===== src/design/l2_cfg.svh =====
`ifndef L2_CFG_SVH
`define L2_CFG_SVH

// sizing of the memory side below the L1 caches

// one cache line, as moved between L1, L2 and pmem
`define L2_LINE_BITS 256

// byte address width
// requests arrive line aligned
`define L2_ADDR_BITS 32

// number of direct-mapped L2 sets
// must be a power of two, at least 2
`define L2_SETS 16

`endif


===== src/design/mem_types_pkg.sv =====
`include "l2_cfg.svh"

package mem_types_pkg;

	// whole cache line
	typedef logic [`L2_LINE_BITS-1:0] line_t;

	// byte address, line aligned in use
	typedef logic [`L2_ADDR_BITS-1:0] addr_t;

	// one line request toward the L2
	typedef struct packed {
		logic  read;
		logic  write;
		addr_t address;
		line_t wdata;
	} line_req_t;

	// L2 answer, rdata only meaningful on a read
	typedef struct packed {
		logic  resp;
		line_t rdata;
	} line_ret_t;

	// who holds the L2 grant
	typedef enum logic [1:0] {
		own_none,
		own_inst,
		own_data
	} owner_e;

	typedef enum logic {
		arb_idle,
		arb_busy
	} arb_state_e;

	typedef enum logic [2:0] {
		l2_idle,
		l2_lookup,
		l2_writeback,
		l2_fill,
		l2_done
	} l2_state_e;

endpackage


===== src/design/direct_mapped_l2.sv =====
`timescale 1ns/1ns
`include "l2_cfg.svh"

module direct_mapped_l2 (
	input  logic                      clk,
	input  logic                      rst_n,
	input  mem_types_pkg::line_req_t  l2_req,
	output mem_types_pkg::line_ret_t  l2_ret,
	output logic                      pmem_read,
	output logic                      pmem_write,
	output mem_types_pkg::addr_t      pmem_address,
	output mem_types_pkg::line_t      pmem_wdata,
	input  logic                      pmem_resp,
	input  mem_types_pkg::line_t      pmem_rdata
);

	// byte offset within a line
	localparam int OFFSET_BITS = $clog2(`L2_LINE_BITS / 8);
	localparam int INDEX_BITS  = $clog2(`L2_SETS);
	localparam int TAG_BITS    = `L2_ADDR_BITS - INDEX_BITS - OFFSET_BITS;

	mem_types_pkg::l2_state_e state;
	mem_types_pkg::l2_state_e state_next;

	// line storage and tags
	mem_types_pkg::line_t     data_arr [`L2_SETS];
	logic [TAG_BITS-1:0]      tag_arr  [`L2_SETS];
	logic [`L2_SETS-1:0]      valid_arr;
	logic [`L2_SETS-1:0]      dirty_arr;

	logic [INDEX_BITS-1:0]    req_index;
	logic [TAG_BITS-1:0]      req_tag;
	logic                     hit;
	// victim must go back to pmem before the fill
	logic                     victim_dirty;

	// address split, request held by the arbiter throughout
	always_comb begin
		req_index    = l2_req.address[OFFSET_BITS +: INDEX_BITS];
		req_tag      = l2_req.address[`L2_ADDR_BITS-1 -: TAG_BITS];
		hit          = valid_arr[req_index] && (tag_arr[req_index] == req_tag);
		victim_dirty = valid_arr[req_index] && dirty_arr[req_index];
	end

	// next state
	always_comb begin
		state_next = state;
		case (state)
			mem_types_pkg::l2_idle: begin
				if (l2_req.read || l2_req.write) begin
					state_next = mem_types_pkg::l2_lookup;
				end
			end
			mem_types_pkg::l2_lookup: begin
				if (hit) begin
					state_next = mem_types_pkg::l2_done;
				end else if (victim_dirty) begin
					state_next = mem_types_pkg::l2_writeback;
				end else begin
					state_next = mem_types_pkg::l2_fill;
				end
			end
			mem_types_pkg::l2_writeback: begin
				if (pmem_resp) begin
					state_next = mem_types_pkg::l2_fill;
				end
			end
			// after the fill, look up again and serve as a hit
			mem_types_pkg::l2_fill: begin
				if (pmem_resp) begin
					state_next = mem_types_pkg::l2_lookup;
				end
			end
			mem_types_pkg::l2_done: begin
				state_next = mem_types_pkg::l2_idle;
			end
			default: begin
				state_next = mem_types_pkg::l2_idle;
			end
		endcase
	end

	// state, valid and dirty bits
	always_ff @(posedge clk or negedge rst_n) begin
		if (!rst_n) begin
			state     <= mem_types_pkg::l2_idle;
			valid_arr <= '0;
			dirty_arr <= '0;
		end else begin
			state <= state_next;
			// write hit marks the line dirty
			if (state == mem_types_pkg::l2_lookup && hit && l2_req.write) begin
				dirty_arr[req_index] <= 1'b1;
			end
			// fresh line from pmem is clean
			if (state == mem_types_pkg::l2_fill && pmem_resp) begin
				valid_arr[req_index] <= 1'b1;
				dirty_arr[req_index] <= 1'b0;
			end
		end
	end

	// line data and tags
	always_ff @(posedge clk) begin
		if (state == mem_types_pkg::l2_lookup && hit && l2_req.write) begin
			data_arr[req_index] <= l2_req.wdata;
		end
		if (state == mem_types_pkg::l2_fill && pmem_resp) begin
			data_arr[req_index] <= pmem_rdata;
			tag_arr[req_index]  <= req_tag;
		end
	end

	// pmem side, victim address during writeback
	always_comb begin
		pmem_read  = (state == mem_types_pkg::l2_fill);
		pmem_write = (state == mem_types_pkg::l2_writeback);
		pmem_wdata = data_arr[req_index];
		if (state == mem_types_pkg::l2_writeback) begin
			pmem_address = {tag_arr[req_index], req_index, {OFFSET_BITS{1'b0}}};
		end else begin
			pmem_address = {req_tag, req_index, {OFFSET_BITS{1'b0}}};
		end
	end

	// answer straight from the state register
	always_comb begin
		l2_ret.resp  = (state == mem_types_pkg::l2_done);
		l2_ret.rdata = data_arr[req_index];
	end

endmodule


===== src/design/line_arbiter.sv =====
`timescale 1ns/1ns

module line_arbiter (
	input  logic                      clk,
	input  logic                      rst_n,
	input  logic                      iread,
	input  mem_types_pkg::addr_t      iaddress,
	input  mem_types_pkg::line_req_t  d_req,
	input  logic                      l2_ret_resp,
	output mem_types_pkg::line_req_t  l2_req,
	output mem_types_pkg::owner_e     owner
);

	mem_types_pkg::arb_state_e state;
	// latched copy of the granted request
	mem_types_pkg::line_req_t  req_q;
	// icache side always reads
	mem_types_pkg::line_req_t  inst_req;
	// set when the data side was served last
	logic                      last_data;
	// one cycle after the L2 answers
	// served port still holds its request then
	logic                      hold_off;
	logic                      i_want;
	logic                      d_want;
	logic                      pick_data;

	always_comb begin
		inst_req.read    = 1'b1;
		inst_req.write   = 1'b0;
		inst_req.address = iaddress;
		inst_req.wdata   = '0;
	end

	// mask the port just served until its request has dropped
	always_comb begin
		i_want = iread && !(hold_off && !last_data);
		d_want = (d_req.read || d_req.write) && !(hold_off && last_data);
		// on a tie the side not served last goes first
		pick_data = d_want && (!i_want || !last_data);
	end

	// grant FSM and round-robin bookkeeping
	always_ff @(posedge clk or negedge rst_n) begin
		if (!rst_n) begin
			state     <= mem_types_pkg::arb_idle;
			owner     <= mem_types_pkg::own_none;
			last_data <= 1'b0;
			hold_off  <= 1'b0;
		end else begin
			hold_off <= 1'b0;
			case (state)
				mem_types_pkg::arb_idle: begin
					if (i_want || d_want) begin
						state     <= mem_types_pkg::arb_busy;
						owner     <= pick_data ? mem_types_pkg::own_data
							: mem_types_pkg::own_inst;
						last_data <= pick_data;
					end
				end
				mem_types_pkg::arb_busy: begin
					// L2 done, free the grant so the request drops in time
					if (l2_ret_resp) begin
						state    <= mem_types_pkg::arb_idle;
						owner    <= mem_types_pkg::own_none;
						hold_off <= 1'b1;
					end
				end
				default: begin
					state <= mem_types_pkg::arb_idle;
					owner <= mem_types_pkg::own_none;
				end
			endcase
		end
	end

	// payload capture at grant time
	always_ff @(posedge clk) begin
		if (state == mem_types_pkg::arb_idle && (i_want || d_want)) begin
			req_q <= pick_data ? d_req : inst_req;
		end
	end

	// request only visible while a grant is held
	always_comb begin
		l2_req.read    = (state == mem_types_pkg::arb_busy) && req_q.read;
		l2_req.write   = (state == mem_types_pkg::arb_busy) && req_q.write;
		l2_req.address = req_q.address;
		l2_req.wdata   = req_q.wdata;
	end

endmodule


===== src/design/line_return_stage.sv =====
`timescale 1ns/1ns

module line_return_stage (
	input  logic                      clk,
	input  logic                      rst_n,
	input  mem_types_pkg::line_ret_t  l2_ret,
	input  mem_types_pkg::owner_e     owner,
	output logic                      iresp,
	output logic                      dresp,
	output mem_types_pkg::line_t      rdata
);

	// resp pulse goes to whoever held the grant
	always_ff @(posedge clk or negedge rst_n) begin
		if (!rst_n) begin
			iresp <= 1'b0;
			dresp <= 1'b0;
		end else begin
			iresp <= l2_ret.resp && (owner == mem_types_pkg::own_inst);
			dresp <= l2_ret.resp && (owner == mem_types_pkg::own_data);
		end
	end

	// line held until the next answer
	always_ff @(posedge clk) begin
		if (l2_ret.resp) begin
			rdata <= l2_ret.rdata;
		end
	end

endmodule


===== src/design/mem_subsystem_top.sv =====
`timescale 1ns/1ns

module mem_subsystem_top (
	input  logic                      clk,
	input  logic                      rst_n,
	input  logic                      iread,
	input  mem_types_pkg::addr_t      iaddress,
	output logic                      iresp,
	output mem_types_pkg::line_t      i_rdata,
	input  mem_types_pkg::line_req_t  d_req,
	output logic                      dresp,
	output mem_types_pkg::line_t      d_rdata,
	output logic                      pmem_read,
	output logic                      pmem_write,
	output mem_types_pkg::addr_t      pmem_address,
	output mem_types_pkg::line_t      pmem_wdata,
	input  logic                      pmem_resp,
	input  mem_types_pkg::line_t      pmem_rdata
);

	// arbiter to L2
	mem_types_pkg::line_req_t l2_req;
	// L2 to arbiter and return stage
	mem_types_pkg::line_ret_t l2_ret;
	mem_types_pkg::owner_e    owner;
	mem_types_pkg::line_t     rdata;

	line_arbiter u_line_arbiter (
		.clk         (clk),
		.rst_n       (rst_n),
		.iread       (iread),
		.iaddress    (iaddress),
		.d_req       (d_req),
		.l2_ret_resp (l2_ret.resp),
		.l2_req      (l2_req),
		.owner       (owner)
	);

	direct_mapped_l2 u_direct_mapped_l2 (
		.clk          (clk),
		.rst_n        (rst_n),
		.l2_req       (l2_req),
		.l2_ret       (l2_ret),
		.pmem_read    (pmem_read),
		.pmem_write   (pmem_write),
		.pmem_address (pmem_address),
		.pmem_wdata   (pmem_wdata),
		.pmem_resp    (pmem_resp),
		.pmem_rdata   (pmem_rdata)
	);

	line_return_stage u_line_return_stage (
		.clk    (clk),
		.rst_n  (rst_n),
		.l2_ret (l2_ret),
		.owner  (owner),
		.iresp  (iresp),
		.dresp  (dresp),
		.rdata  (rdata)
	);

	// both L1 sides see the same line, resp says whose it is
	assign i_rdata = rdata;
	assign d_rdata = rdata;

endmodule


===== config.mk =====
export PLATFORM = sky130hd
export DESIGN_NAME = mem_subsystem_top
export DESIGN_NICKNAME = d
export VERILOG_FILES = /design/src/design/mem_types_pkg.sv /design/src/design/direct_mapped_l2.sv /design/src/design/line_arbiter.sv /design/src/design/line_return_stage.sv /design/src/design/mem_subsystem_top.sv
export VERILOG_INCLUDE_DIRS = /design/src /design/src/design
export SDC_FILE = /design/constraint.sdc
export NUM_CORES = 2
export LEC_CHECK = 0
export ABC_CLOCK_PERIOD_IN_PS = 53100
export BUFFER_PORTS_ARGS = -buffer_cell sky130_fd_sc_hd__buf_2
export CELL_PAD_IN_SITES_DETAIL_PLACEMENT = 1
export CELL_PAD_IN_SITES_GLOBAL_PLACEMENT = 1
export CORE_MARGIN = 3
export CORE_UTILIZATION = 51
export CTS_CLUSTER_DIAMETER = 80
export DETAILED_ROUTE_END_ITERATION = 10
export PLACE_DENSITY = 0.8
export SYNTH_ARGS = -nofsm -noshare
export SYNTH_HDL_FRONTEND = slang
export SYNTH_HIERARCHICAL = 1
export SYNTH_MEMORY_MAX_BITS = 65536
export SYNTH_SLANG_ARGS = --single-unit

===== constraint.sdc =====
create_clock -name clk -period 53.1 [get_ports clk]
set_clock_uncertainty 0.1 [all_clocks]
set_input_delay 2.655 -clock clk [delete_from_list [all_inputs] [get_ports clk]]
set_output_delay 2.655 -clock clk [all_outputs]
set_load 0.02 [all_outputs]

==> Flow_metrics.wiki <==
{| class="wikitable"
! Metric !! Value
|-
| Total congestion overflow || 0
|-
| Post-CTS Setup Repair Bufs || 0
|-
| Drt via density || 6.21
|-
| Number of levels the H-tree was split into || 6
|-
| Arrival time worst endpoint || 7.86 ns
|-
| Layout overhead on the synthesized area || 12.0%
|-
| Total count of max-transition violations in the final report || 0
|-
| Mapped Avg Cell Area || 21.6 um^2
|-
| Final Non-Filler Cells || 15.6k
|-
| Capturing element type of the critical path || output port
|-
| Max-capacitance violation count || 0
|-
| Hold-fix buffers, CTS || 0
|-
| Wire length of the first global-routing pass || 762 mm
|-
| Maximum fanout along the worst path || 70
|-
| Overall via count from detail_route || 97.1k
|-
| Worst Path Required || 50.35 ns
|-
| Cell count after synthesis || 9,199
|-
| Design area || 222,000 um^2
|-
| CTS buffer count || 519
|-
| Via count of the first global-routing pass || 105k
|-
| Slew HR || 8.37%
|-
| Number of filler instances in the final layout || 32.9k
|-
| Overall die width || 630 um
|-
| Worst VDD drop || 0.0000383 V
|-
| Drt total wl || 529 mm
|-
| CTS tree || done
|-
| Number of nets in the layout || 10.6k
|-
| Nature of the critical path startpoint || register
|-
| Number of buffers on the longest clock path || 4
|-
| Type of the worst setup path || reg2out
|-
| Clock Pin Slew Worst Setup and Hold Paths || 0.06 ns
|-
| Drt first-iter violations || 12.0k
|-
| Drt first pass iters || 8
|-
| Number of DRC violations after detailed routing || 0
|-
| Final setup viols || 0
|-
| Number of cells upsized or downsized after cts || 0
|-
| Fraction of layout instances using a drive strength above 1 || 35.7%
|-
| Std-Cell Rows || 228
|-
| Worst-Skew Late Latency || 1.07 ns
|-
| Global routing usage summed across all routing layers || 26.4%
|-
| Area of the core || 387,000 um^2
|-
| Endpoints failing hold || 0
|-
| Final hold slack || 0.367 ns
|-
| Min-delay worst type || reg2reg
|-
| Top-level I/O count || 1,386
|-
| Count of antenna-violating nets left after detailed routing || 0
|-
| Transition time at the pin with the least slew margin || 1.37 ns
|-
| Die height || 630 um
|-
| DP Cell Count || 14.7k
|-
| Share of the clock period used by the worst path || 20.0%
|-
| Total clock sinks || 5,047
|-
| Largest net degree at the start of global routing || 158
|-
| Status || completed
|-
| Leakage power || 73.7 nW
|-
| Clock root buffer master || clkbuf_16
|-
| Total Neg Setup Slack || 0 ns
|-
| Antenna violations before repair || 23
|-
| Register-to-register setup slack || 43.37 ns
|-
| Synthesis warning total || 6
|-
| PortBufs || 1,370
|-
| Cell area after synthesis || 198,000 um^2
|-
| Sum of net half-perimeters after detailed placement || 287 mm
|-
| Cell area after placement || 205,000 um^2
|-
| Highest clock frequency the design can meet || 94.2 MHz
|-
| Avg WL per Cell || 33.8 um
|-
| Pwr Density || 40.7 nW/um^2
|-
| Initial Utilization || 51.3%
|-
| Unrepaired setup endpoints after global routing || no
|-
| Final Wtd Congestion || 0.814
|-
| Post-layout min period || 10.62 ns
|-
| Die area || 397,000 um^2
|}
==> routing by layer <==
metal / global-route usage, % / wire [um] / vias to the layer above
met5: 0 / 28 / -
met4: 10.0 / 21600 / 6
li1: - / - / 38200
met3: 3.79 / 42000 / 1097
met1: 34.1 / 189000 / 52000
met2: 45.8 / 276000 / 5839
==> critical path: stages, from the launching register on <==
cell      delay, ns
edfxtp_1       0.34
buf_4          0.65
buf_4          0.84
buf_4          0.84
buf_4          0.66
buf_4          0.95
buf_4          0.95
mux4_2         0.46
mux4_2         0.56
buf_2          0.21
==> registers in the layout (all words and copies together) (netlist names), 2 cells and up <==
signal                        cells
u_direct_mapped_l2/data_arr    4096
u_direct_mapped_l2/state          3
u_line_return_stage/rdata       256
u_direct_mapped_l2/dirty_arr     16
u_direct_mapped_l2/tag_arr      368
u_line_arbiter/owner              2
u_line_arbiter/req_q              2
u_direct_mapped_l2/valid_arr     16
u_line_arbiter/l2_req           283
==> layout make-up <==
| class | instances | area [um^2] | share of cell area, % |
|---|---|---|---|
| clock buffers | 635 | 13500 | 6.07 |
| clock inverters | 285 | 3240 | 1.46 |
| multi-input cells | 2887 | 39100 | 17.6 |
| inverters | 35 | 139 | 0.0625 |
| repair buffers | 1551 | 8420 | 3.79 |
| diodes | 20 | 50.0 | 0.0225 |
| well taps | 5175 | 6470 | 2.91 |
| flip-flops and latches | 5047 | 151000 | 68.1 |
==> cell usage in the layout, fill, tap and decap left out, drive strengths merged, types with 6 or more instances in the layout <==
| cell | count |
|---|---|
| clkbuf | 635 |
| nand2 | 860 |
| nor2 | 46 |
| clkinv | 216 |
| nor3 | 10 |
| nor2b | 7 |
| diode | 20 |
| dfrtp | 42 |
| o21ai | 35 |
| clkinvlp | 12 |
| and2 | 264 |
| xnor2 | 22 |
| a22o | 20 |
| o211ai | 6 |
| mux4 | 1372 |
| mux2i | 50 |
| bufinv | 33 |
| buf | 1551 |
| mux2 | 43 |
| inv | 59 |
| a21oi | 9 |
| o21ba | 15 |
| nand3 | 27 |
| edfxtp | 5005 |
| nand2b | 22 |
| xor2 | 6 |
==> power breakdown <==
part,switching [W],internal [W],leakage [nW]
clock network,0.00158,0.00200,8.09
logic,0.000548,0.000171,19.8
registers,0.0000296,0.00470,45.8
==> path summary, 6_finish.rpt <==
kind                                                              from                                            end  depth (start not counted)
max                               u_line_arbiter/l2_req[262]$_DFFE_PP_                                pmem_wdata[128]                          9
min                        u_direct_mapped_l2/valid_arr[3]$_DFFE_PN0P_    u_direct_mapped_l2/valid_arr[3]$_DFFE_PN0P_                          1
max reg2reg                       u_line_arbiter/l2_req[262]$_DFFE_PP_  u_direct_mapped_l2/data_arr[5][137]$_DFFE_PP_                         15
min reg2reg                u_direct_mapped_l2/valid_arr[3]$_DFFE_PN0P_    u_direct_mapped_l2/valid_arr[3]$_DFFE_PN0P_                          1
max in group asynchronous                                        rst_n        u_direct_mapped_l2/state[1]$_DFFE_PN0P_                          1
min in group asynchronous                                        rst_n     u_direct_mapped_l2/dirty_arr[11]$_DFF_PN0_                          1
==> through the flow <==
stage	setup WS, ns	util (%)	total power [W]
global placement	43.52	53.2	0.00545
CTS	42.37	57.5	0.00910
floorplan	21.27	-	0.00525
detailed placement	43.38	53.2	0.00552
finish	42.48	57.5	0.00904
global route	41.92	57.5	0.00933
Power figures use the tool's default switching activity.
